$ cat config.mk
export PLATFORM = sky130hd
export DESIGN_NAME = frame_ticker
export DESIGN_NICKNAME = d
export VERILOG_FILES = /design/src/hdl/pinball_pkg.sv /design/src/hdl/frame_ticker.sv
export SDC_FILE = /design/constraint.sdc
export NUM_CORES = 1
export LEC_CHECK = 0
export BUFFER_PORTS_ARGS = -buffer_cell sky130_fd_sc_hd__buf_2
export CAP_MARGIN = 20
export CORE_ASPECT_RATIO = 0.7
export CORE_MARGIN = 3
export CORE_UTILIZATION = 41
export CTS_CLUSTER_SIZE = 10
export DETAILED_ROUTE_END_ITERATION = 12
export GPL_TIMING_DRIVEN = 0
export SETUP_SLACK_MARGIN = 0.5
export SYNTH_ARGS = -nofsm -noshare
export SYNTH_HDL_FRONTEND = slang
export SYNTH_SLANG_ARGS = --single-unit
$ cat constraint.sdc
create_clock -name clk -period 1.8 [get_ports clk]
set_input_delay 0.27 -clock clk [delete_from_list [all_inputs] [get_ports clk]]
set_output_delay 0.27 -clock clk [all_outputs]
set_load 0.1 [all_outputs]
$ cat src/hdl/pinball_pkg.sv
`default_nettype none

package pinball_pkg;

   typedef logic signed [10:0] coord_t;   // signed so overshoot past an edge stays sane
   typedef logic [9:0]         pix_x_t;
   typedef logic [8:0]         pix_y_t;
   typedef logic signed [4:0]  vel_t;
   typedef logic [2:0]         rgb_t;

   typedef struct packed {
      pix_x_t x;
      pix_y_t y;
      logic   video_on;
   } pixel_t;

   typedef struct packed {
      coord_t x;
      coord_t y;
      vel_t   vx;
      vel_t   vy;
   } ball_t;

   typedef struct packed {
      logic hit;
      vel_t vx;
      vel_t vy;
      logic score;
   } bounce_t;

   typedef enum logic {bar_left, bar_right} bar_dir_t;
   typedef enum logic {parked, rolling} ball_phase_t;

   localparam coord_t screen_w    = 640;
   localparam coord_t screen_h    = 480;
   localparam coord_t wall_margin = 10;
   localparam int frame_cycles_default = 830000;

   // ball
   localparam coord_t ball_home_x = 300;
   localparam coord_t ball_home_y = 300;
   localparam coord_t ball_radius = 6;
   localparam vel_t   launch_vx   = 3;
   localparam vel_t   launch_vy   = 4;
   localparam coord_t drain_y     = 479;
   localparam ball_t  ball_parked = '{x: ball_home_x, y: ball_home_y, vx: '0, vy: '0};
   localparam ball_t  ball_launch = '{x: ball_home_x, y: ball_home_y,
                                      vx: launch_vx, vy: launch_vy};

   // flippers, raised ones lie on y = 640 - x and y = x
   localparam coord_t flip_rest_y       = 470;
   localparam coord_t flip_top_y        = 390;
   localparam coord_t left_flip_x_lo    = 170;
   localparam coord_t left_flip_x_hi    = 280;
   localparam coord_t right_flip_x_lo   = 360;
   localparam coord_t right_flip_x_hi   = 500;
   localparam coord_t left_flip_sum     = 640;
   localparam coord_t right_flip_off    = 0;
   localparam coord_t left_flip_diag_x  = 250;   // contact zone limits on the diagonals
   localparam coord_t right_flip_diag_x = 380;
   localparam vel_t   flip_kick_vx      = 2;
   localparam vel_t   flip_kick_vy      = 6;

   // slides
   localparam coord_t left_slide_off  = 300;   // y = x + 300
   localparam coord_t right_slide_sum = 940;   // y = 940 - x
   localparam vel_t   left_slide_vx   = 2;
   localparam vel_t   left_slide_vy   = 4;
   localparam vel_t   right_slide_vx  = 1;
   localparam vel_t   right_slide_vy  = 5;

   // top bar
   localparam coord_t bar_top     = 10;
   localparam coord_t bar_thick   = 10;
   localparam coord_t bar_width   = 80;
   localparam coord_t bar_speed   = 6;
   localparam coord_t bar_home    = 260;
   localparam coord_t bar_hit_lo  = 12;
   localparam coord_t bar_hit_hi  = 22;
   localparam vel_t   bar_kick_vy = 5;

   localparam coord_t panel_bottom = 300;

   // colours
   localparam rgb_t col_black  = 3'd0;
   localparam rgb_t col_flip   = 3'd1;
   localparam rgb_t col_wall   = 3'd2;
   localparam rgb_t col_target = 3'd3;
   localparam rgb_t col_bar    = 3'd4;
   localparam rgb_t col_fast   = 3'd5;
   localparam rgb_t col_ball   = 3'd7;

   // targets: left, mid, right, fast
   localparam int     target_count = 4;
   localparam coord_t target_x  [target_count] = '{150, 300, 520, 125};
   localparam coord_t target_y  [target_count] = '{230, 160, 200, 80};
   localparam coord_t target_r  [target_count] = '{30, 35, 40, 20};
   localparam vel_t   target_vx [target_count] = '{4, 5, 4, 7};
   localparam vel_t   target_vy [target_count] = '{3, 4, 3, 8};
   localparam rgb_t   target_col[target_count] = '{col_target, col_target, col_target,
                                                   col_fast};

   // point inside or on a circle, squared distance against squared radius
   function automatic logic in_circle(coord_t px, coord_t py, coord_t cx, coord_t cy,
                                      coord_t r);
      logic signed [11:0] dx;
      logic signed [11:0] dy;
      logic signed [24:0] d2;
      logic signed [24:0] r2;
      dx = {px[10], px} - {cx[10], cx};
      dy = {py[10], py} - {cy[10], cy};
      d2 = dx * dx + dy * dy;
      r2 = r * r;
      return d2 <= r2;
   endfunction

endpackage

`default_nettype wire

$ cat src/hdl/frame_ticker.sv
`timescale 1ns/1ns
`default_nettype none

module frame_ticker #(
   parameter int frame_cycles = pinball_pkg::frame_cycles_default
) (
   input  logic clk,
   input  logic reset,
   output logic frame_tick
);

   logic [$clog2(frame_cycles)-1:0] count;

   // last cycle of the frame
   assign frame_tick = (count == frame_cycles - 1);

   always_ff @(posedge clk) begin
      if (reset) begin
         count <= '0;
      end else if (frame_tick) begin
         count <= '0;   // wrap
      end else begin
         count <= count + 1'b1;
      end
   end

   a_tick_single : assert property (@(posedge clk) disable iff (reset)
      frame_tick |=> !frame_tick)
      else $error("frame_tick held for two cycles");

endmodule

`default_nettype wire

==> metrics.cfg <==
[setup_path]
cp.required_ps = 1530
worstSetupStartpointType = flop
crit_start = count[16]
crit_slowest_cell = or4b_4
rr_worst_depth = 5
critPathArrivalTime_ps = 1640
cp_max_fo = 2
path_buf_inv = 1
rr_startpoint = count[16]
cpLargestDelayFamily = simple AND/OR/NAND/NOR gates
crit_type = flop to output port
crit_path_end_kind = output port
cpPeakStageDelay_ps = 560
crit_chain = or4b_4, nor4_4, buf_6
cp.depth = 3

[power]
vdd_ir_drop_max_mv = 0.313
cellPowerDensity_nw_per_um2 = 582
p_total_mw = 0.761
p_comb_frac = 0.053
p_leak_nw = 0.426
clkPwrFrac = 0.351
netSwitchingFraction = 0.225
p_sw_mw = 0.171
pwr-share-seq = 0.597
p_int_mw = 0.590

[min_path]
hp-class = input port to flop
hold-path-cell-count = 2
worstHoldStart = reset

[global_routing]
grt_pass1_wl_um = 3710
grt_pass1_vias = 783
grt_start_max_net_pins = 12
antenna_found_initial = 0
grtUsageTotal = 0.166
grt_overflow_total = 0

[finish]
nets = 130
ff_latch_area_um2 = 417
reg_top3 = count: 20 flops
diodes = 0
multiInputGateArea_um2 = 659
largest_reg_flops = 20
area_growth_syn_to_layout_pct = 34.0
fill_cells = 207
drive_gt1_frac = 0.437
largest_register = count

[yosys]
synth.top_cell.area_share = 0.410
syn-cell-area_um2 = 976
yosysTopAreaCell = dfxtp_1
synth_nets = 111
synth_warnings = 0
synth-edff-count = 0
yosys-top-cells-area = dfxtp_1, xnor2_1, nor2_1
syn_inst = 108
yosysSeqAreaShare = 0.410
synthFlopType = dfxtp_1
synth_cell_types = 28
async_reset_ff_frac = 0
synth_area_per_cell_um2 = 9.04
ys_ff_latch = 20

[routing]
viasPerCell = 5.44
ant_nets = 0
vias = 859
drtIter0Drc = 32
wl_per_cell_um = 13.5
dr.pass1.iters = 4
wirelength_um = 2140
drcViolationCount = 0

[placed_design]
hpwl_um = 1330
post-place-ws_ps = -29.8
io_buffer_count = 2
gp_congestion = 0.747

[clock_tree]
clockBufferDepth = 2
h-tree-depth = 1
cts_tree = built
clk-insertion-delay-late_ps = 310
cts.root.buffer_cell = clkbuf_4
cts_hold_buf = 0
clk_pin_slew_ps = 120
cts-buffers-inserted = 3
clock_sinks = 20

[timing]
fin_crit_sh = 1.06
worst_pin_slew_ps = 354
layout_setup_ws_ps = -106
fin_crit_ps = 1910
finalHoldViolCount = 0
finalMaxSlewViolations = 0
finalClockSkew_ps = 15.3
maxSlewHeadroom = 0.762
rsz0062_at_grt = true
fmax_mhz = 525
setup_viol = 1

[die]
die-area_um2 = 3010
die_w_um = 64.3
fp-row-count = 14
io-pin-count = 3
core_area_um2 = 2210
start_util = 0.442
die_h_um = 46.8

[outcome]
violations = setup timing
status = finished, violations left

[flow_run]
maxCapViolations = 0

## final timing paths
path                            slack (ps)         end
worst max-delay path                  -110  frame_tick
worst min-delay path                   130    count[2]
worst max register to register          80    count[8]
worst min register to register         450    count[0]
## placed cells by master (no fill, tap or decap), types with 2 or more instances in the layout
cell / instances
dfxtp_4: 2
dfxtp_2: 7
buf_6: 6
nor4_1: 4
a21oi_2: 4
clkbuf_4: 3
or3_1: 3
nand2_1: 4
nor2_4: 4
o21ai_0: 3
nand4_1: 7
buf_4: 9
nand3_1: 6
xor2_1: 5
inv_1: 4
nor4_4: 2
dfxtp_1: 11
nor2_2: 8
and4_1: 2
nor2_1: 5
xnor2_1: 8
## metal layers
layer	GRT usage	wire length, um
met3	0.0574	128
met1	0.222	1020
met4	0.0378	13
met2	0.264	978
met5	0	0
## power groups by stage
stage	Combinational [mW]	Clock [mW]	Sequential, mW
global placement	0.0231	0	0.463
detailed placement	0.0237	0	0.464
global route	0.0444	0.309	0.456
CTS	0.0359	0.275	0.455
finish	0.0400	0.267	0.454
floorplan	0.0179	0	0.462
## cell families after synthesis
kind of cell / count (synthesis) / share of synthesized area
and+or+nand+nor: 57 / 0.344
DFF: 20 / 0.410
xor gates and xnor gates: 13 / 0.117
AOI/OAI and AO/OA: 10 / 0.0679
buffers and inverters: 6 / 0.0385
muxes: 1 / 0.0103
adders and majority gates: 1 / 0.0128
## timing repair
action | CTS | global route
cloned | 1 | 0
setup endpoints to repair | 20 | 20
pin swaps | 6 | 6
buffers inserted | 10 | 1
resized for setup | 20 | 19
## synthesized netlist by cell type (all sizes together) (3+ instances only)
cell and instances:
dfxtp 20, nor2 17, xnor2 8, nand4 7
nand3 6, nor4 6, a21oi 5, nand2 5
xor2 5, inv 4, and4 3, o21ai 3
or3 3
## cell type report
type / instances / share of cell area
Tap cell: 32 / 0.0306
Sequential cell: 20 / 0.319
Timing Repair Buffer: 14 / 0.0900
Inverter: 4 / 0.0115
Clock buffer: 4 / 0.0278
Buffer: 2 / 0.0172
Multi-Input combinational cell: 82 / 0.504
## metrics by stage
step,hold slack [ps],area [um^2],utilization,setup TNS [ps],std cells
final,127,1310,0.592,-106,158
after global routing,99.5,1310,0.592,-202,158
after CTS,137,1250,0.565,-181,157
after detailed placement,449,1060,0.482,-39.2,142
after global placement,440,1060,0.482,-13.5,142
after floorplan,342,1010,-,-345,108
No activity file was read; power rests on OpenSTA's default activity.
