## config.mk

```make
export PLATFORM = sky130hd
export DESIGN_NAME = board_actuators
export DESIGN_NICKNAME = d
export VERILOG_FILES = /design/src/hdl/pinball_pkg.sv /design/src/hdl/board_actuators.sv
export SDC_FILE = /design/constraint.sdc
export NUM_CORES = 1
export LEC_CHECK = 0
export ABC_AREA = 1
export BUFFER_PORTS_ARGS = -buffer_cell sky130_fd_sc_hd__buf_4
export CAP_MARGIN = 20
export CORE_ASPECT_RATIO = 0.9
export CORE_MARGIN = 2
export CORE_UTILIZATION = 53
export DETAILED_ROUTE_END_ITERATION = 12
export GPL_ROUTABILITY_DRIVEN = 1
export PLACE_DENSITY = 0.75
export SETUP_SLACK_MARGIN = 0.05
export SLEW_MARGIN = 20
export SYNTH_ARGS = -nofsm -noshare
export SYNTH_HDL_FRONTEND = slang
export SYNTH_SLANG_ARGS = --single-unit
```

## constraint.sdc

```tcl
create_clock -name clk -period 2.1 [get_ports clk]
set_input_delay 0.42 -clock clk [delete_from_list [all_inputs] [get_ports clk]]
set_output_delay 0.42 -clock clk [all_outputs]
set_load 0.03 [all_outputs]
```

## src/hdl/pinball_pkg.sv

```systemverilog
`default_nettype none

package pinball_pkg;

   typedef logic signed [10:0] coord_t;   // signed so overshoot past an edge stays sane
   typedef logic [9:0]         pix_x_t;
   typedef logic [8:0]         pix_y_t;
   typedef logic signed [4:0]  vel_t;
   typedef logic [2:0]         rgb_t;

   typedef struct packed {
      pix_x_t x;
      pix_y_t y;
      logic   video_on;
   } pixel_t;

   typedef struct packed {
      coord_t x;
      coord_t y;
      vel_t   vx;
      vel_t   vy;
   } ball_t;

   typedef struct packed {
      logic hit;
      vel_t vx;
      vel_t vy;
      logic score;
   } bounce_t;

   typedef enum logic {bar_left, bar_right} bar_dir_t;
   typedef enum logic {parked, rolling} ball_phase_t;

   localparam coord_t screen_w    = 640;
   localparam coord_t screen_h    = 480;
   localparam coord_t wall_margin = 10;
   localparam int frame_cycles_default = 830000;

   // ball
   localparam coord_t ball_home_x = 300;
   localparam coord_t ball_home_y = 300;
   localparam coord_t ball_radius = 6;
   localparam vel_t   launch_vx   = 3;
   localparam vel_t   launch_vy   = 4;
   localparam coord_t drain_y     = 479;
   localparam ball_t  ball_parked = '{x: ball_home_x, y: ball_home_y, vx: '0, vy: '0};
   localparam ball_t  ball_launch = '{x: ball_home_x, y: ball_home_y,
                                      vx: launch_vx, vy: launch_vy};

   // flippers, raised ones lie on y = 640 - x and y = x
   localparam coord_t flip_rest_y       = 470;
   localparam coord_t flip_top_y        = 390;
   localparam coord_t left_flip_x_lo    = 170;
   localparam coord_t left_flip_x_hi    = 280;
   localparam coord_t right_flip_x_lo   = 360;
   localparam coord_t right_flip_x_hi   = 500;
   localparam coord_t left_flip_sum     = 640;
   localparam coord_t right_flip_off    = 0;
   localparam coord_t left_flip_diag_x  = 250;   // contact zone limits on the diagonals
   localparam coord_t right_flip_diag_x = 380;
   localparam vel_t   flip_kick_vx      = 2;
   localparam vel_t   flip_kick_vy      = 6;

   // slides
   localparam coord_t left_slide_off  = 300;   // y = x + 300
   localparam coord_t right_slide_sum = 940;   // y = 940 - x
   localparam vel_t   left_slide_vx   = 2;
   localparam vel_t   left_slide_vy   = 4;
   localparam vel_t   right_slide_vx  = 1;
   localparam vel_t   right_slide_vy  = 5;

   // top bar
   localparam coord_t bar_top     = 10;
   localparam coord_t bar_thick   = 10;
   localparam coord_t bar_width   = 80;
   localparam coord_t bar_speed   = 6;
   localparam coord_t bar_home    = 260;
   localparam coord_t bar_hit_lo  = 12;
   localparam coord_t bar_hit_hi  = 22;
   localparam vel_t   bar_kick_vy = 5;

   localparam coord_t panel_bottom = 300;

   // colours
   localparam rgb_t col_black  = 3'd0;
   localparam rgb_t col_flip   = 3'd1;
   localparam rgb_t col_wall   = 3'd2;
   localparam rgb_t col_target = 3'd3;
   localparam rgb_t col_bar    = 3'd4;
   localparam rgb_t col_fast   = 3'd5;
   localparam rgb_t col_ball   = 3'd7;

   // targets: left, mid, right, fast
   localparam int     target_count = 4;
   localparam coord_t target_x  [target_count] = '{150, 300, 520, 125};
   localparam coord_t target_y  [target_count] = '{230, 160, 200, 80};
   localparam coord_t target_r  [target_count] = '{30, 35, 40, 20};
   localparam vel_t   target_vx [target_count] = '{4, 5, 4, 7};
   localparam vel_t   target_vy [target_count] = '{3, 4, 3, 8};
   localparam rgb_t   target_col[target_count] = '{col_target, col_target, col_target,
                                                   col_fast};

   // point inside or on a circle, squared distance against squared radius
   function automatic logic in_circle(coord_t px, coord_t py, coord_t cx, coord_t cy,
                                      coord_t r);
      logic signed [11:0] dx;
      logic signed [11:0] dy;
      logic signed [24:0] d2;
      logic signed [24:0] r2;
      dx = {px[10], px} - {cx[10], cx};
      dy = {py[10], py} - {cy[10], cy};
      d2 = dx * dx + dy * dy;
      r2 = r * r;
      return d2 <= r2;
   endfunction

endpackage

`default_nettype wire

```

## src/hdl/board_actuators.sv

```systemverilog
`timescale 1ns/1ns
`default_nettype none

module board_actuators (
   input  logic                clk,
   input  logic                reset,
   input  logic                frame_tick,
   input  logic                button_l,
   input  logic                button_r,
   output logic                flip_l,
   output logic                flip_r,
   output pinball_pkg::coord_t bar_x
);
   import pinball_pkg::*;

   bar_dir_t bar_dir;

   // flippers only follow the buttons once per frame
   always_ff @(posedge clk) begin
      if (reset) begin
         flip_l <= 1'b0;
         flip_r <= 1'b0;
      end else if (frame_tick) begin
         flip_l <= button_l;
         flip_r <= button_r;
      end
   end

   // bar sweep, a frame spent at the end stop just turns it around
   always_ff @(posedge clk) begin
      if (reset) begin
         bar_x   <= bar_home;
         bar_dir <= bar_left;
      end else if (frame_tick) begin
         case (bar_dir)
            bar_left: begin
               if (bar_x > bar_speed) begin
                  bar_x <= bar_x - bar_speed;
               end else begin
                  bar_dir <= bar_right;
               end
            end
            bar_right: begin
               if (bar_x < screen_w - 1 - bar_speed - bar_width) begin
                  bar_x <= bar_x + bar_speed;
               end else begin
                  bar_dir <= bar_left;
               end
            end
            default: bar_dir <= bar_left;
         endcase
      end
   end

   a_bar_on_screen : assert property (@(posedge clk) disable iff (reset)
      (bar_x >= 0) && (bar_x + bar_width < screen_w))
      else $error("top bar left the screen, bar_x=%0d", bar_x);

endmodule

`default_nettype wire

```

==> flow_metrics.py <==
metrics = {
    "routing": {
        "via_per_inst": 5.16,
        "drc": 0,
        "drt_iter0_markers": 55,
        "route.vias.total": 1171,
        "first_pass_iters": 4,
        "drtAntennaViolNets": 0,
        "routedWlPerCell_um": 12.4,
        "wl_um": 2800,
    },
    "critical_path": {
        "cp_max_fo": 9,
        "start_kind": "flop",
        "criticalPathCategory": "flop to flop",
        "critPathArrivalTime_ps": 1970,
        "rr_worst_depth": 9,
        "r2r_start": "bar_x[1]",
        "cp-end-kind": "flop",
        "r2r_slack_ps": 350,
        "crit_required_ps": 2320,
        "reg2reg_to": "bar_x[1]",
        "critPathLaunch": "bar_x[1]",
    },
    "run": {
        "cap_violations": 0,
    },
    "yosys": {
        "synth_edf_count": 0,
        "synth_most_common_cell": "nand2_1",
        "synth_top_family_by_area": "simple AND/OR/NAND/NOR gates",
        "muxShareOfSynthArea_pct": 0,
        "synthSimpleGateAreaFrac_pct": 51.4,
        "async_flop_share_pct": 0,
        "synth_compound_gate_area_share_pct": 8.54,
        "ys_seq_elements": 13,
        "synthAdderAreaFrac_pct": 2.11,
        "ys_types": 26,
        "yosysSeqAreaShare_pct": 21.9,
        "syn_area_per_cell_um2": 6.34,
        "synth_warnings": 0,
        "syn_inst": 187,
        "synth_nets": 194,
        "yosys-top-cells-area": "nand2_1 (22%), dfxtp_1 (22%), nand3_1 (6.3%)",
        "synth_top_area_share_pct": 22.5,
        "yosys_most_used_dff": "dfxtp_1",
        "yosys.area.top_type": "nand2_1",
        "synth_area_um2": 1190,
        "yosys.area_share.xor_xnor_pct": 3.69,
        "ys_top_cells_by_count": "nand2_1 (71), nand3_1 (15), nor2_1 (15)",
    },
    "worst_hold_path": {
        "min_path_type": "input pin to flop",
        "min_from": "button_r",
        "hold_path_end": "flip_r",
        "hold_depth": 3,
    },
    "global_route": {
        "grt_pass1_wl_um": 4820,
        "grt_use_met1_pct": 36.6,
        "track_usage_pct": 24.4,
        "grt_busiest_layer": "met2",
        "grt-ovfl-total": 0,
        "use_met3_pct": 2.76,
        "grt_max_degree": 12,
        "antenna_found_initial": 0,
        "grt_pass1_vias": 1073,
        "gr-usage-met2_pct": 37.2,
    },
    "clocking": {
        "hold_buffers": 0,
        "cts_resized": 0,
        "cts_buffers": 3,
        "cts.sinks": 13,
        "tritoncts": "done",
        "path_clk_slew_ps": 80,
        "cts_root_buf": "clkbuf_4",
        "post_cts_buffers": 0,
        "clk_path_buf_depth": 2,
        "clk_latency_ps": 280,
        "h-tree-depth": 1,
    },
    "final_layout": {
        "antenna_cells": 0,
        "finalNetCount": 208,
        "drive_above_1_share_pct": 22.5,
        "nFillCells": 214,
        "instances_no_fill": 227,
        "synthToLayoutAreaGrowth_pct": 9.81,
    },
    "power_and_ir_drop": {
        "leakage_nw": 0.633,
        "p_per_area_nw_per_um2": 1030,
        "peakVddDrop_v": 0.000653,
    },
    "timing": {
        "fin_skew_ps": 2.21,
        "rsz0062_at_grt": "no",
        "worst_hold_slack_ps": 367,
        "hold_viol_final": 0,
        "fin_crit_ps": 1750,
        "tns_ps": 0,
        "finalSetupViolCount": 0,
        "worst_slack_ps": 351,
        "max_clock_freq_mhz": 572,
        "drv_slew": 0,
        "finalCritPeriodShare_pct": 83.3,
    },
    "status": {
        "status": "finished clean",
    },
    "floorplanning": {
        "die_h_um": 48.9,
        "start_util_pct": 55.4,
        "dieWidth_um": 53.9,
        "core_um2": 2140,
        "pin_count": 18,
        "rows": 16,
        "dieArea_um2": 2630,
    },
    "placement": {
        "place_hpwl_um": 2160,
        "dp.cells": 223,
        "post-place-ws_ps": 381,
        "place_congestion": 0.921,
        "port_buffers": 16,
    },
}
-- flip-flops by register name, indices dropped and copies added (netlist names) --
register / cells
bar_x: 10
flip_l: 1
bar_dir: 1
flip_r: 1
-- through the flow --
step	power, mW	util [%]	area [um^2]
final	1.35	60.8	1300
after detailed placement	1.19	59.6	1280
after global placement	1.18	59.6	1280
after CTS	1.35	60.8	1300
after global routing	1.47	60.8	1300
after floorplan	1.04	-	1190
-- critical path, cell delays in order, from the launching register on --
cell and delay [ps]:
dfxtp_1 460, inv_1 100, ha_1 280, nor2_4 160, nand3_1 90, nand2_2 120
nand3_4 130, nand2_8 130, nand2_1 70, a21oi_2 140
-- cells in the final DEF, fill, tap and decap left out, drive strengths merged --
master	n
a21oi	9
nand3	17
clkbuf	4
buf	17
xor2	4
nand4	3
conb	1
ha	2
nand2	78
clkinv	1
o21ai	9
dfxtp	13
nor2	24
inv	17
xnor2	1
-- kinds of logic (layout without fill, tap and decap cells) --
family	after synthesis	count (layout)
compound gates	18	18
flops	13	13
fa+ha+maj	2	2
xor+xnor	5	5
buf+inv	26	39
simple gates	122	122
other cells	1	1
-- worst max path at each step --
| stage | to | slack (ps) |
|---|---|---|
| floorplan | bar_x[1] | 370 |
| finish | bar_x[1] | 350 |
| global route | bar_x[1] | 190 |
| global placement | bar_x[6] | 460 |
| detailed placement | bar_x[6] | 380 |
| CTS | bar_x[1] | 350 |
-- where the power goes --
| part | internal (mW) | switching (mW) | leakage [nW] |
|---|---|---|---|
| clock network | 0.0738 | 0.0861 | 0.0150 |
| logic | 0.279 | 0.495 | 0.510 |
| registers | 0.293 | 0.121 | 0.107 |
-- layout make-up --
class	count	area, um^2	area share (%)
Tap cell	27	33.8	2.59
Sequential cell	13	260	20.0
Timing Repair Buffer	17	128	9.80
Inverter	18	71.3	5.48
Clock buffer	4	26.3	2.02
Multi-Input combinational cell	148	783	60.1
-- routing by layer --
metal	routed length (um)	share of wire, %
met5	0	0
met2	1260	45
met1	1380	49
met3	171	6.1
met4	0	0
No activity file was read; power rests on OpenSTA's default activity.
