==> src/hdl/pinball_pkg.sv <==
`default_nettype none

package pinball_pkg;

   typedef logic signed [10:0] coord_t;   // signed so overshoot past an edge stays sane
   typedef logic [9:0]         pix_x_t;
   typedef logic [8:0]         pix_y_t;
   typedef logic signed [4:0]  vel_t;
   typedef logic [2:0]         rgb_t;

   typedef struct packed {
      pix_x_t x;
      pix_y_t y;
      logic   video_on;
   } pixel_t;

   typedef struct packed {
      coord_t x;
      coord_t y;
      vel_t   vx;
      vel_t   vy;
   } ball_t;

   typedef struct packed {
      logic hit;
      vel_t vx;
      vel_t vy;
      logic score;
   } bounce_t;

   typedef enum logic {bar_left, bar_right} bar_dir_t;
   typedef enum logic {parked, rolling} ball_phase_t;

   localparam coord_t screen_w    = 640;
   localparam coord_t screen_h    = 480;
   localparam coord_t wall_margin = 10;
   localparam int frame_cycles_default = 830000;

   // ball
   localparam coord_t ball_home_x = 300;
   localparam coord_t ball_home_y = 300;
   localparam coord_t ball_radius = 6;
   localparam vel_t   launch_vx   = 3;
   localparam vel_t   launch_vy   = 4;
   localparam coord_t drain_y     = 479;
   localparam ball_t  ball_parked = '{x: ball_home_x, y: ball_home_y, vx: '0, vy: '0};
   localparam ball_t  ball_launch = '{x: ball_home_x, y: ball_home_y,
                                      vx: launch_vx, vy: launch_vy};

   // flippers, raised ones lie on y = 640 - x and y = x
   localparam coord_t flip_rest_y       = 470;
   localparam coord_t flip_top_y        = 390;
   localparam coord_t left_flip_x_lo    = 170;
   localparam coord_t left_flip_x_hi    = 280;
   localparam coord_t right_flip_x_lo   = 360;
   localparam coord_t right_flip_x_hi   = 500;
   localparam coord_t left_flip_sum     = 640;
   localparam coord_t right_flip_off    = 0;
   localparam coord_t left_flip_diag_x  = 250;   // contact zone limits on the diagonals
   localparam coord_t right_flip_diag_x = 380;
   localparam vel_t   flip_kick_vx      = 2;
   localparam vel_t   flip_kick_vy      = 6;

   // slides
   localparam coord_t left_slide_off  = 300;   // y = x + 300
   localparam coord_t right_slide_sum = 940;   // y = 940 - x
   localparam vel_t   left_slide_vx   = 2;
   localparam vel_t   left_slide_vy   = 4;
   localparam vel_t   right_slide_vx  = 1;
   localparam vel_t   right_slide_vy  = 5;

   // top bar
   localparam coord_t bar_top     = 10;
   localparam coord_t bar_thick   = 10;
   localparam coord_t bar_width   = 80;
   localparam coord_t bar_speed   = 6;
   localparam coord_t bar_home    = 260;
   localparam coord_t bar_hit_lo  = 12;
   localparam coord_t bar_hit_hi  = 22;
   localparam vel_t   bar_kick_vy = 5;

   localparam coord_t panel_bottom = 300;

   // colours
   localparam rgb_t col_black  = 3'd0;
   localparam rgb_t col_flip   = 3'd1;
   localparam rgb_t col_wall   = 3'd2;
   localparam rgb_t col_target = 3'd3;
   localparam rgb_t col_bar    = 3'd4;
   localparam rgb_t col_fast   = 3'd5;
   localparam rgb_t col_ball   = 3'd7;

   // targets: left, mid, right, fast
   localparam int     target_count = 4;
   localparam coord_t target_x  [target_count] = '{150, 300, 520, 125};
   localparam coord_t target_y  [target_count] = '{230, 160, 200, 80};
   localparam coord_t target_r  [target_count] = '{30, 35, 40, 20};
   localparam vel_t   target_vx [target_count] = '{4, 5, 4, 7};
   localparam vel_t   target_vy [target_count] = '{3, 4, 3, 8};
   localparam rgb_t   target_col[target_count] = '{col_target, col_target, col_target,
                                                   col_fast};

   // point inside or on a circle, squared distance against squared radius
   function automatic logic in_circle(coord_t px, coord_t py, coord_t cx, coord_t cy,
                                      coord_t r);
      logic signed [11:0] dx;
      logic signed [11:0] dy;
      logic signed [24:0] d2;
      logic signed [24:0] r2;
      dx = {px[10], px} - {cx[10], cx};
      dy = {py[10], py} - {cy[10], cy};
      d2 = dx * dx + dy * dy;
      r2 = r * r;
      return d2 <= r2;
   endfunction

endpackage

`default_nettype wire

==> src/hdl/pixel_renderer.sv <==
`timescale 1ns/1ns
`default_nettype none

module pixel_renderer (
   input  logic                clk,
   input  logic                reset,
   input  pinball_pkg::pixel_t pix,
   input  pinball_pkg::ball_t  ball,
   input  pinball_pkg::coord_t bar_x,
   input  logic                flip_l,
   input  logic                flip_r,
   output pinball_pkg::rgb_t   rgb
);
   import pinball_pkg::*;

   coord_t px;
   coord_t py;
   logic   on_ball;
   logic   on_bar;
   logic   on_target;
   rgb_t   target_rgb;
   logic   on_flip;
   logic   on_panel;
   logic   on_strip;
   logic   on_slide;
   rgb_t   rgb_next;

   assign px = coord_t'({1'b0, pix.x});
   assign py = coord_t'({2'b00, pix.y});

   assign on_ball = in_circle(px, py, ball.x, ball.y, ball_radius);
   assign on_bar  = px > bar_x && px < bar_x + bar_width &&
                    py > bar_top && py < bar_top + bar_thick;

   always_comb begin
      on_target  = 1'b0;
      target_rgb = col_target;
      for (int i = target_count - 1; i >= 0; i--) begin
         if (in_circle(px, py, target_x[i], target_y[i], target_r[i])) begin
            on_target  = 1'b1;
            target_rgb = target_col[i];
         end
      end
   end

   // down flippers are one row, raised ones a diagonal between the rows
   assign on_flip =
      (!flip_l && py == flip_rest_y && px >= left_flip_x_lo && px < left_flip_x_hi) ||
      (!flip_r && py == flip_rest_y && px > right_flip_x_lo && px < right_flip_x_hi) ||
      (flip_l && py == left_flip_sum - px && py > flip_top_y && py < flip_rest_y) ||
      (flip_r && py == px + right_flip_off && py > flip_top_y && py < flip_rest_y);

   assign on_panel = py > 0 && py < panel_bottom &&
                     ((px > 0 && px < wall_margin) ||
                      (px > screen_w - wall_margin && px < screen_w));
   assign on_strip = py > 0 && py < wall_margin;
   assign on_slide = py >= px + left_slide_off || py >= right_slide_sum - px;

   always_comb begin
      if (!pix.video_on) rgb_next = col_black;
      else if (on_ball) rgb_next = col_ball;
      else if (on_bar) rgb_next = col_bar;
      else if (on_target) rgb_next = target_rgb;
      else if (on_flip) rgb_next = col_flip;
      else if (on_panel || on_strip || on_slide) rgb_next = col_wall;
      else rgb_next = col_black;
   end

   always_ff @(posedge clk) begin
      if (reset) begin
         rgb <= col_black;
      end else begin
         rgb <= rgb_next;   // one cycle behind pix
      end
   end

endmodule

`default_nettype wire

==> config.mk <==
export PLATFORM = sky130hd
export DESIGN_NAME = pixel_renderer
export DESIGN_NICKNAME = d
export VERILOG_FILES = /design/src/hdl/pinball_pkg.sv /design/src/hdl/pixel_renderer.sv
export SDC_FILE = /design/constraint.sdc
export NUM_CORES = 2
export LEC_CHECK = 0
export BUFFER_PORTS_ARGS = -buffer_cell sky130_fd_sc_hd__buf_4
export CAP_MARGIN = 0
export CORE_AREA = 3 3 316 381
export DETAILED_ROUTE_END_ITERATION = 10
export DIE_AREA = 0 0 319 384
export PLACE_DENSITY = 0.66
export SETUP_SLACK_MARGIN = 0.02
export SYNTH_ARGS = -nofsm -noshare
export SYNTH_HDL_FRONTEND = slang
export SYNTH_SLANG_ARGS = --single-unit
==> constraint.sdc <==
create_clock -name clk -period 17.35 [get_ports clk]
set_input_delay 4.3375 -clock clk [delete_from_list [all_inputs] [get_ports clk]]
set_output_delay 4.3375 -clock clk [all_outputs]
set_load 0.005 [all_outputs]
==> impl_results.md <==
- Post-layout net count: 6772
- Clock sink total: 3
- Number of routed nets with antenna violations: 0
- Post-synth EDFFs: 0
- Remaining Overflow, GRT: 0
- Post-synthesis instance total: 5018
- Final period utilization: 89.0%
- Detailed-route DRC error count: 0
- CP most frequent cell: fa_1
- Max cap viols: 0
- Fmax: ~0.065 GHz
- TritonCTS Buffers: 3
- IO Pins: 70
- Startpoint Class: input pin
- Avg Inst Size Synth: 9.07 sq um
- Root buf cell: clkbuf_16
- Chip Width: 319 um
- Via count: 32800
- Post-CTS setup buffers: 0
- Slew Limit Headroom: 22.8%
- HP Class: in -> reg
- WHS Path Cells: 3
- CP Class: in -> reg
- Placeable core region: 0.117 sq mm
- WP data required: about 18000 ps
- Vias in the first global route: 35766
- Routability cong.: 0.902
- Clock slew seen by the registers of the worst setup and hold paths: approximately 30 ps
- Warnings from Yosys: 0
- Ys async rst share: 0%
- Drt first pass iters: 6
- CP Capture Type: register
- CTS tree: built
- Final WL: 111000 um
- Critical path arrival: 15600 ps
- Die Y: 384 um
- Status: finished, final reports clean
- Synth cell count leaders: 1549 x inv_1, 1195 x fa_1, 474 x ha_1
- Dpl cells: 6571
- Largest Register: rgb
- Layout cells sized above 1: 2.56%
- Routed len/inst: 16.9 um
- Min cycle time layout: between 15000 and 20000 ps
- Post-DP HPWL: 98400 um
- Synth top area share: 52.5%
- Seq/Total Area, Yosys: 0.132%
- Top flop regs: rgb (3)
- Number of buffers added on ports: roughly 60
- Max Slew Vio Count: 0
- CTS resizes: 0
- Antenna violations before repair: 10
- Count leader, synth: inv_1
- DR vias/cell: 4.98
- Synthesis-to-finish area growth: 5.33%
- Row count: 138
- Fin. Hold Viols: 0
- Initial DRC count: 2103
- Setup violators final: 0
- First-pass GRT wire length: 184000 um
- Setup TNS: 0 ps
- Fin cells: 6582
- Filler cells: 11632
- RSZ-0062 raised after global routing: no
- Slowest stage cell, crit path: nor3_2
- Max stage delay on crit path: 760 ps
- Largest cells by area after synthesis: fa_1 53%, ha_1 13%, inv_1 13%, nor2_1 3.1%, nand2_1 3.0%
- Synth cell types: 83
- Die area: 0.122 sq mm
- Mapped Area: 0.0455 sq mm
- Starting Density: 38.8%
- Worst slew pin tran: 1150 ps
- Max reg flops: 3
- Core Util, Final: 40.9%
- CP max FO: 27
- Deepest clock path buffer count: 2
- Pin count of the biggest net entering global routing: 35
- Most area-hungry cell type in the Yosys netlist: fa_1
- Gr usage total: 18.8%
- Ys flop type: dfxtp_1
- CTS hold repair buffers: 0
- H-tree depth: 1
- FF+latch count, synth: 3
## cell type report
| class | instances | area, sq um | area share [%] |
|---|---|---|---|
| repair buffers | 95 | 713 | 1.49 |
| clock buffers | 4 | 78.8 | 0.164 |
| diodes | 7 | 17.5 | 0.0365 |
| multi-input cells | 3362 | 39300 | 81.9 |
| well taps | 1540 | 1930 | 4.02 |
| flip-flops and latches | 3 | 60.1 | 0.125 |
| inverters | 1571 | 5900 | 12.3 |
## cells in the final DEF, fill, tap and decap left out, types with 13 or more instances in the layout
| master | instances |
|---|---|
| nor2_1 | 370 |
| xnor2_1 | 141 |
| nor3_1 | 42 |
| nand2_1 | 365 |
| a31oi_1 | 20 |
| a21o_1 | 52 |
| o22ai_1 | 14 |
| a211oi_1 | 14 |
| nor4_1 | 15 |
| xor2_1 | 61 |
| or3_1 | 13 |
| nand4_1 | 16 |
| nand2b_1 | 56 |
| buf_4 | 95 |
| o21bai_1 | 18 |
| clkinv_1 | 21 |
| fa_1 | 1195 |
| inv_1 | 1549 |
| nand3_1 | 27 |
| a21oi_1 | 129 |
| o21ai_0 | 95 |
| ha_1 | 474 |
| and2_1 | 30 |
| nor2b_1 | 26 |
| mux2i_1 | 16 |
| and3_1 | 13 |
## logic make-up (layout without fill, tap and decap cells)
family	count (synthesis)	in the layout	synth area share, %
and+or+nand+nor	1015	1015	9.90
adders and majority gates	1669	1669	65.6
xor gates and xnor gates	202	202	3.89
AOI/OAI and AO/OA	453	453	6.42
buffers and inverters	1654	1670	13.6
other	2	10	0.0165
muxes	20	20	0.451
DFF	3	3	0.132
## per-stage QoR
stage / instance area, sq um / setup slack (ps) / hold slack (ps)
floorplan: 45500 / 3180 / 4500
global placement: 47900 / 1870 / 4630
detailed placement: 47900 / 1730 / 4630
CTS: 47900 / 1900 / 4410
global route: 47900 / 1110 / 4430
finish: 48000 / 1910 / 4400
## critical path, delay by kind of cell
family	cells	cell delay, ps
AO/OA/AOI/OAI	14	3010
adder cells (fa/ha/maj)	9	4440
buffers and inverters	4	1110
AND/OR/NAND/NOR	8	2650
## final timing paths
kind	startpoint	endpoint
max	pix[11]	rgb[1]$_SDFF_PP0_
min	reset	rgb[2]$_SDFF_PP0_
## layer usage
layer | GRT usage [%] | vias to the layer above | wire length (um)
li1 | - | 14817 | -
met1 | 23.2 | 16703 | 42500
met2 | 33.7 | 1004 | 56400
met3 | 2.77 | 270 | 7780
met5 | 0 | - | 41
met4 | 6.21 | 6 | 4710
Power is not shown: default switching activity piles up to over one toggle a cycle in this logic, so the estimate is an artifact.
