[src/hdl/pinball_pkg.sv]
`default_nettype none

package pinball_pkg;

   typedef logic signed [10:0] coord_t;   // signed so overshoot past an edge stays sane
   typedef logic [9:0]         pix_x_t;
   typedef logic [8:0]         pix_y_t;
   typedef logic signed [4:0]  vel_t;
   typedef logic [2:0]         rgb_t;

   typedef struct packed {
      pix_x_t x;
      pix_y_t y;
      logic   video_on;
   } pixel_t;

   typedef struct packed {
      coord_t x;
      coord_t y;
      vel_t   vx;
      vel_t   vy;
   } ball_t;

   typedef struct packed {
      logic hit;
      vel_t vx;
      vel_t vy;
      logic score;
   } bounce_t;

   typedef enum logic {bar_left, bar_right} bar_dir_t;
   typedef enum logic {parked, rolling} ball_phase_t;

   localparam coord_t screen_w    = 640;
   localparam coord_t screen_h    = 480;
   localparam coord_t wall_margin = 10;
   localparam int frame_cycles_default = 830000;

   // ball
   localparam coord_t ball_home_x = 300;
   localparam coord_t ball_home_y = 300;
   localparam coord_t ball_radius = 6;
   localparam vel_t   launch_vx   = 3;
   localparam vel_t   launch_vy   = 4;
   localparam coord_t drain_y     = 479;
   localparam ball_t  ball_parked = '{x: ball_home_x, y: ball_home_y, vx: '0, vy: '0};
   localparam ball_t  ball_launch = '{x: ball_home_x, y: ball_home_y,
                                      vx: launch_vx, vy: launch_vy};

   // flippers, raised ones lie on y = 640 - x and y = x
   localparam coord_t flip_rest_y       = 470;
   localparam coord_t flip_top_y        = 390;
   localparam coord_t left_flip_x_lo    = 170;
   localparam coord_t left_flip_x_hi    = 280;
   localparam coord_t right_flip_x_lo   = 360;
   localparam coord_t right_flip_x_hi   = 500;
   localparam coord_t left_flip_sum     = 640;
   localparam coord_t right_flip_off    = 0;
   localparam coord_t left_flip_diag_x  = 250;   // contact zone limits on the diagonals
   localparam coord_t right_flip_diag_x = 380;
   localparam vel_t   flip_kick_vx      = 2;
   localparam vel_t   flip_kick_vy      = 6;

   // slides
   localparam coord_t left_slide_off  = 300;   // y = x + 300
   localparam coord_t right_slide_sum = 940;   // y = 940 - x
   localparam vel_t   left_slide_vx   = 2;
   localparam vel_t   left_slide_vy   = 4;
   localparam vel_t   right_slide_vx  = 1;
   localparam vel_t   right_slide_vy  = 5;

   // top bar
   localparam coord_t bar_top     = 10;
   localparam coord_t bar_thick   = 10;
   localparam coord_t bar_width   = 80;
   localparam coord_t bar_speed   = 6;
   localparam coord_t bar_home    = 260;
   localparam coord_t bar_hit_lo  = 12;
   localparam coord_t bar_hit_hi  = 22;
   localparam vel_t   bar_kick_vy = 5;

   localparam coord_t panel_bottom = 300;

   // colours
   localparam rgb_t col_black  = 3'd0;
   localparam rgb_t col_flip   = 3'd1;
   localparam rgb_t col_wall   = 3'd2;
   localparam rgb_t col_target = 3'd3;
   localparam rgb_t col_bar    = 3'd4;
   localparam rgb_t col_fast   = 3'd5;
   localparam rgb_t col_ball   = 3'd7;

   // targets: left, mid, right, fast
   localparam int     target_count = 4;
   localparam coord_t target_x  [target_count] = '{150, 300, 520, 125};
   localparam coord_t target_y  [target_count] = '{230, 160, 200, 80};
   localparam coord_t target_r  [target_count] = '{30, 35, 40, 20};
   localparam vel_t   target_vx [target_count] = '{4, 5, 4, 7};
   localparam vel_t   target_vy [target_count] = '{3, 4, 3, 8};
   localparam rgb_t   target_col[target_count] = '{col_target, col_target, col_target,
                                                   col_fast};

   // point inside or on a circle, squared distance against squared radius
   function automatic logic in_circle(coord_t px, coord_t py, coord_t cx, coord_t cy,
                                      coord_t r);
      logic signed [11:0] dx;
      logic signed [11:0] dy;
      logic signed [24:0] d2;
      logic signed [24:0] r2;
      dx = {px[10], px} - {cx[10], cx};
      dy = {py[10], py} - {cy[10], cy};
      d2 = dx * dx + dy * dy;
      r2 = r * r;
      return d2 <= r2;
   endfunction

endpackage

`default_nettype wire

[src/hdl/ball_physics.sv]
`timescale 1ns/1ns
`default_nettype none

module ball_physics (
   input  logic                 clk,
   input  logic                 reset,
   input  logic                 frame_tick,
   input  logic                 start_ball,
   input  logic                 shake,
   input  pinball_pkg::bounce_t bounce,
   output pinball_pkg::ball_t   ball,
   output logic                 score
);
   import pinball_pkg::*;

   ball_phase_t phase;
   logic        start_d;      // start_ball one clock back
   logic        start_pend;   // edge waiting for the next tick
   vel_t        new_vx;

   assign new_vx = bounce.hit ? bounce.vx : ball.vx;

   always_ff @(posedge clk) begin
      if (reset) begin
         phase      <= parked;
         ball       <= ball_parked;
         start_d    <= 1'b0;
         start_pend <= 1'b0;
         score      <= 1'b0;
      end else begin
         start_d <= start_ball;
         if (frame_tick) begin
            score <= (phase == rolling) && bounce.score;   // held for the whole frame
            if (start_pend) begin
               start_pend <= 1'b0;
               if (phase == parked) begin
                  phase <= rolling;
                  ball  <= ball_launch;
               end else begin
                  phase <= parked;
                  ball  <= ball_parked;
               end
            end else if (phase == rolling) begin
               if (ball.y >= drain_y) begin
                  phase <= parked;   // out the bottom
                  ball  <= ball_parked;
               end else begin
                  ball.x  <= ball.x + ball.vx;   // move with the old velocity
                  ball.y  <= ball.y + ball.vy;
                  ball.vx <= shake ? vel_t'(-new_vx) : new_vx;
                  ball.vy <= bounce.hit ? bounce.vy : ball.vy;
               end
            end
         end
         // a fresh edge is kept even when a tick serves the old one
         if (start_ball && !start_d) begin
            start_pend <= 1'b1;
         end
      end
   end

   a_parked_still : assert property (@(posedge clk) disable iff (reset)
      (phase == parked) |-> (ball.vx == 0 && ball.vy == 0 &&
                             ball.x == ball_home_x && ball.y == ball_home_y))
      else $error("parked ball is not at rest at home");

endmodule

`default_nettype wire

[config.mk]
export PLATFORM = sky130hd
export DESIGN_NAME = ball_physics
export DESIGN_NICKNAME = d
export VERILOG_FILES = /design/src/hdl/pinball_pkg.sv /design/src/hdl/ball_physics.sv
export SDC_FILE = /design/constraint.sdc
export NUM_CORES = 1
export LEC_CHECK = 0
export ABC_AREA = 1
export BUFFER_PORTS_ARGS = -buffer_cell sky130_fd_sc_hd__buf_2
export CORE_MARGIN = 2
export CORE_UTILIZATION = 60
export DETAILED_ROUTE_END_ITERATION = 10
export HOLD_SLACK_MARGIN = 0.06
export PLACE_DENSITY = 0.95
export SLEW_MARGIN = 10
export SYNTH_ARGS = -nofsm -noshare
export SYNTH_HDL_FRONTEND = slang
export SYNTH_SLANG_ARGS = --single-unit
[constraint.sdc]
create_clock -name clk -period 4.9 [get_ports clk]
set_input_delay 0.245 -clock clk [delete_from_list [all_inputs] [get_ports clk]]
set_output_delay 0.245 -clock clk [all_outputs]
set_load 0.03 [all_outputs]
==> flow_metrics.env, run 1 <==
export IMPL_htree_levels=2
export IMPL_grt_pass1_wl_mm=11.8
export IMPL_postRouteAntennaNets=0
export IMPL_multi_input_area_um2=1680
export IMPL_firstDrtPassIters=5
export IMPL_hold_buffers=0
export IMPL_grt_start_max_net_pins=27
export IMPL_fillerInstances=370
export IMPL_clk_pin_slew_ps=70
export IMPL_syn2layout_area_growth_pct=12.8
export IMPL_final_cell_count_no_fill=510
export IMPL_io_buffers=49
export IMPL_start_kind="flip-flop"
export IMPL_dpl_cell_area_um2=2900
export IMPL_p_leak_nw=1.60
export IMPL_pre_cts_slack_ps=2700
export IMPL_seq_area_um2=721
export IMPL_synth_distinct_cells=29
export IMPL_cts_resized=0
export IMPL_root_buffer="clkbuf_8"
export IMPL_grt_util_all_layers_pct=29.1
export IMPL_die_area_um2=4940
export IMPL_viasPerCell=5.51
export IMPL_synth_ff_latch_count=36
export IMPL_syn_num_nets=451
export IMPL_cap_violations=0
export IMPL_irDropWorstVdd_mv=0.165
export IMPL_place_congestion=0.924
export IMPL_final_setup_tns_ps=0
export IMPL_synth_warnings=0
export IMPL_hold_viol_final=0
export IMPL_setup_viol=0
export IMPL_max_stage_delay_ps=670
export IMPL_initialDrtViolationCount=271
export IMPL_grt_pass1_vias=2760
export IMPL_finalClockSkew_ps=3.15
export IMPL_required_ps=5040
export IMPL_run_status="finished clean"
export IMPL_met1_usage_pct=37.1
export IMPL_met3_usage_pct=3.90
export IMPL_insertion_delay_ps=280
export IMPL_cts_buffer_depth=2
export IMPL_holdWs_ps=205
export IMPL_finalCriticalPeriod_ps=2230
export IMPL_grt_busiest_layer="met2"
export IMPL_drc=0
export IMPL_syn_cell_area_um2=2640
export IMPL_worstSetupPathType="flip-flop to flip-flop"
export IMPL_end_kind="flip-flop"
export IMPL_cp_arrival_ps=2370
export IMPL_clock_sinks=36
export IMPL_relSlewSlack_pct=43.7
export IMPL_rsz0062_at_grt="false"
export IMPL_grt_overflow_total=0
export IMPL_total_power_uw=676
export IMPL_vias=2811
export IMPL_syn_inst=411
export IMPL_synth_avg_cell_area_um2=6.42
export IMPL_row_count=24
export IMPL_detailed_place_hpwl_mm=5.07
export IMPL_dpl_cell_count=503
export IMPL_met2_usage_pct=48.6
export IMPL_ys_seq_area_share_pct=27.3
export IMPL_final_nets=498
export IMPL_fmax_ghz=0.448
export IMPL_cts_setup_buffers=0
export IMPL_final_max_slew_violation_count=0
export IMPL_finalWorstSetupSlack_ps=2670
export IMPL_cp_cell_sequence="nand2_1 > inv_1 > nor2_2 > inv_2 > nand3_4 > inv_2 > nand2_1 > a21oi_1"
export IMPL_wire_per_inst_um=13.0
export IMPL_die_w_um=70.3
export IMPL_numCtsBuffers=5
export IMPL_cellPowerDensity_nw_per_um2=227
export IMPL_fin_area_um2=2970
export IMPL_drive_above_1_share_pct=15.5
export IMPL_die_h_um=70.3
export IMPL_floorplan_initialDensity_pct=61.4
export IMPL_io_pins=50
export IMPL_cts_tree="built"
export IMPL_fin_util_pct=69.3
export IMPL_wl_mm=6.62
export IMPL_coreArea_um2=4290
export IMPL_post_route_period_util_pct=45.6
export IMPL_hold_class="primary input to flip-flop"
export IMPL_antenna_found_initial=0
export IMPL_path_max_fanout=22
export IMPL_tightest_slew_ps=844
export IMPL_slowest_stage="nor2_2"
export IMPL_antennaDiodeCount=0
area by class of cell:
cell class                 count  share of cell area [%]
clock inverter                 1                   0.168
tap                           52                    2.19
timing repair buffer          49                    8.25
clock buffer                   6                    2.44
multi-input combinational    317                    56.5
sequential                    36                    24.2
inverter                      49                    6.18
Yosys cell counts (all sizes together):
cell    instances  area (µm²)
o22ai           4        25.0
a31o            1        8.76
fa              2        40.0
dfxtp          36         721
ha             21         263
o21ai          11        55.1
o32ai           1        8.76
nand2         148         566
xor2            8        70.1
xnor2           4        35.0
nand3b          5        37.5
inv            49         184
and2            1        6.26
nand4          10        62.6
nand3          28         153
clkbuf          5        18.8
o21a            2        15.0
nor2           31         119
or2             5        31.3
a21oi          35         186
buf             4        32.5
critical path: cells and delay by family, from the launching register on:
family | cells | cell delay [ps]
and+or+nand+nor | 4 | 1130
AOI/OAI and AO/OA | 1 | 70
buffers and inverters | 3 | 550
DFF | 1 | 320
final timing paths:
path,from,endpoint,slack (ps),depth (start not counted)
min reg2reg,start_d,start_pend,440,1
max reg2reg,phase,ball[22],2670,8
min,start_ball,start_d,200,3
max,phase,ball[22],2670,8
cells by family (layout without fill, tap and decap cells):
| logic type | count (synthesis) | in the layout | synth area share, % |
|---|---|---|---|
| AND/OR/NAND/NOR | 228 | 228 | 37.0 |
| XOR/XNOR | 12 | 12 | 3.98 |
| AO/OA/AOI/OAI | 54 | 54 | 11.3 |
| adder cells (fa/ha/maj) | 23 | 23 | 11.5 |
| flip-flops | 36 | 36 | 27.3 |
| buffers and inverters | 58 | 105 | 8.92 |
sequential cells by signal, summed over array words and instances (netlist names):
register    flops
start_d         1
score           1
start_pend      1
phase           1
ball           32
cells in the final DEF (no fill, tap or decap), drive strengths merged, types with 5 or more instances in the layout:
master	count
buf	49
or2	5
o21ai	11
a21oi	35
dfxtp	36
clkbuf	6
inv	49
nand2	148
ha	21
nand3b	5
xor2	8
nand4	10
nand3	28
nor2	31
report_power, final:
group          internal (mW)  leakage (nW)  switching, mW  total, mW
Combinational         0.0547          1.27          0.106      0.161
Clock                 0.0966        0.0410          0.100      0.197
Sequential             0.304         0.293         0.0145      0.319
routing by layer:
metal | wire length, µm | vias to the layer above
met1 | 2950 | 1268
met3 | 405 | 19
met2 | 3080 | 108
met4 | 178 | 0
met5 | 0 | -
li1 | - | 1416
No activity file was read; power rests on OpenSTA's default activity.
==> inputs of run 2 (changes only) <==
CORE_UTILIZATION = 56   (was 60)
PLACE_DENSITY = 0.93   (was 0.95)
clock period = 2.2 ns   (was 4.9 ns; I/O delays follow)
==> run 2 against run 1 <==
Power up 150%; global-route usage down 0.71 points; core utilization down 0.79 points; critical path depth up 1; clock power rose to 3.0 times the previous value; cell area up 2.3%; sequential power up 120%; register-to-register slack worse by 2400 ps; via count up 0.25%; die area up 6.7%; non-clock buffer count up 4; worst setup slack worse by 2400 ps.
==> flow_metrics.env, run 2 (synthesized netlist as in run 1, its figures left out) <==
export IMPL_wl_mm=6.85
export IMPL_final_cell_mix="nand2_1 (144), buf_2 (49), inv_1 (46)"
export IMPL_rsz0062_at_grt="false"
export IMPL_coreArea_um2=4440
export IMPL_viasPerCell=5.47
export IMPL_grt_pass1_wl_mm=12.0
export IMPL_row_count=24
export IMPL_grt_overflow_total=0
export IMPL_required_ps=2370
export IMPL_die_h_um=72.6
export IMPL_cts_setup_buffers=0
export IMPL_setup_viol=0
export IMPL_insertion_delay_ps=290
export IMPL_cts_tree="built"
export IMPL_fillerInstances=401
export IMPL_die_w_um=72.6
export IMPL_fin_util_pct=68.5
export IMPL_relSlewSlack_pct=65.0
export IMPL_sw_frac_of_total_pct=31.6
export IMPL_tightest_slew_ps=525
export IMPL_numCtsBuffers=5
export IMPL_run_status="finished clean"
export IMPL_hold_class="primary input to flip-flop"
export IMPL_max_stage_delay_ps=470
export IMPL_path_max_fanout=4
export IMPL_hold_viol_final=0
export IMPL_dpl_cell_count=505
export IMPL_postRouteAntennaNets=0
export IMPL_final_max_slew_violation_count=0
export IMPL_cp_common_cell="nand3_1"
export IMPL_rrSetupSlack_ps=290
export IMPL_combPwrFrac_pct=22.1
export IMPL_irDropWorstVdd_mv=0.292
export IMPL_p_clk_share_pct=35.4
export IMPL_initialDrtViolationCount=236
export IMPL_root_buffer="clkbuf_8"
export IMPL_cp_arrival_ps=2080
export IMPL_pwr_share_seq_pct=42.5
export IMPL_grt_start_max_net_pins=26
export IMPL_io_pins=50
export IMPL_end_kind="flip-flop"
export IMPL_clock_sinks=36
export IMPL_wire_per_inst_um=13.3
export IMPL_cp_cell_sequence="ha_1 > fa_1 > nand2_1 > nand3_1 > nand3_1 > a21oi_1 > nand3b_1 > nand2_1 > nand3_1"
export IMPL_p_leak_nw=1.63
export IMPL_fmax_ghz=0.523
export IMPL_drive_above_1_share_pct=16.2
export IMPL_firstDrtPassIters=5
export IMPL_slowest_stage="fa_1"
export IMPL_antenna_found_initial=0
export IMPL_die_area_um2=5280
export IMPL_grt_pass1_vias=2886
export IMPL_final_setup_tns_ps=0
export IMPL_finalCriticalPeriod_ps=1910
export IMPL_final_cell_count_no_fill=515
export IMPL_cap_violations=0
export IMPL_regMostFlops="ball"
export IMPL_final_nets=502
export IMPL_grt_util_all_layers_pct=28.3
export IMPL_htree_levels=2
export IMPL_cts_buffer_depth=2
export IMPL_antennaDiodeCount=0
export IMPL_place_congestion=0.911
export IMPL_floorplan_initialDensity_pct=59.3
export IMPL_cellPowerDensity_nw_per_um2=547
export IMPL_post_route_period_util_pct=86.9
export IMPL_start_kind="flip-flop"
export IMPL_worstSetupPathType="flip-flop to flip-flop"
export IMPL_layout_commonest_cell="nand2_1"
export IMPL_clk_pin_slew_ps=80
export IMPL_detailed_place_hpwl_mm=5.03
export IMPL_finalClockSkew_ps=9.18
export IMPL_p_int_mw=1.14
export IMPL_vias=2818
export IMPL_syn2layout_area_growth_pct=15.4
export IMPL_largest_reg_flops=32
export IMPL_drc=0
export IMPL_p_sw_uw=526
export IMPL_io_buffers=49
run 2: critical path: cells and delay by family (launching register included):
family / cells / cell delay (ps)
AO/OA/AOI/OAI: 1 / 90
AND/OR/NAND/NOR: 6 / 610
adder cells (fa/ha/maj): 2 / 740
flip-flops: 1 / 350
run 2: per-stage QoR:
stage               total power, mW  hold slack (ps)  area (µm²)  setup WS [ps]
floorplan                     0.985              227        2640            387
global placement               1.07              324        2910            386
detailed placement             1.08              344        2910            338
CTS                            1.66             63.7        3030            314
global route                   1.75             84.6        3040            138
finish                         1.66             69.7        3040            288
run 2: final timing paths:
path / cells past startpoint / end / startpoint
setup / recovery: 9 / ball[29] / ball[5]
hold / removal: 3 / score / bounce[0]
setup reg to reg: 9 / ball[29] / ball[5]
hold reg to reg: 1 / start_pend / start_d
run 2: area by class of cell:
class | count | area (µm²) | share of cell area [%]
multi-input cells | 317 | 1680 | 55.3
flip-flops and latches | 36 | 721 | 23.7
repair buffers | 53 | 280 | 9.21
inverters | 49 | 184 | 6.04
clock buffers | 5 | 68.8 | 2.26
well taps | 52 | 65.1 | 2.14
clock inverters | 3 | 42.5 | 1.40
run 2: power by group through the flow:
stage	Combinational, mW	Sequential [mW]	Clock, mW
6_report	0.368	0.707	0.590
3_5_place_dp	0.359	0.721	0
4_1_cts	0.363	0.706	0.592
3_3_place_gp	0.348	0.720	0
2_1_floorplan	0.228	0.757	0
5_1_grt	0.411	0.711	0.627
run 2: per-layer routing:
metal	up-vias	track usage, %	share of wire, %
li1	1425	-	-
met1	1292	33.5	43
met2	87	49.7	48
met3	14	6.77	6.7
met4	0	10.5	1.7
met5	-	0	0
run 2: timing repair:
action	in CTS	in global routing
hold buffers	1	1
gates resized for setup	0	0
hold endpoints to repair	1	1
setup endpoints to repair	0	0
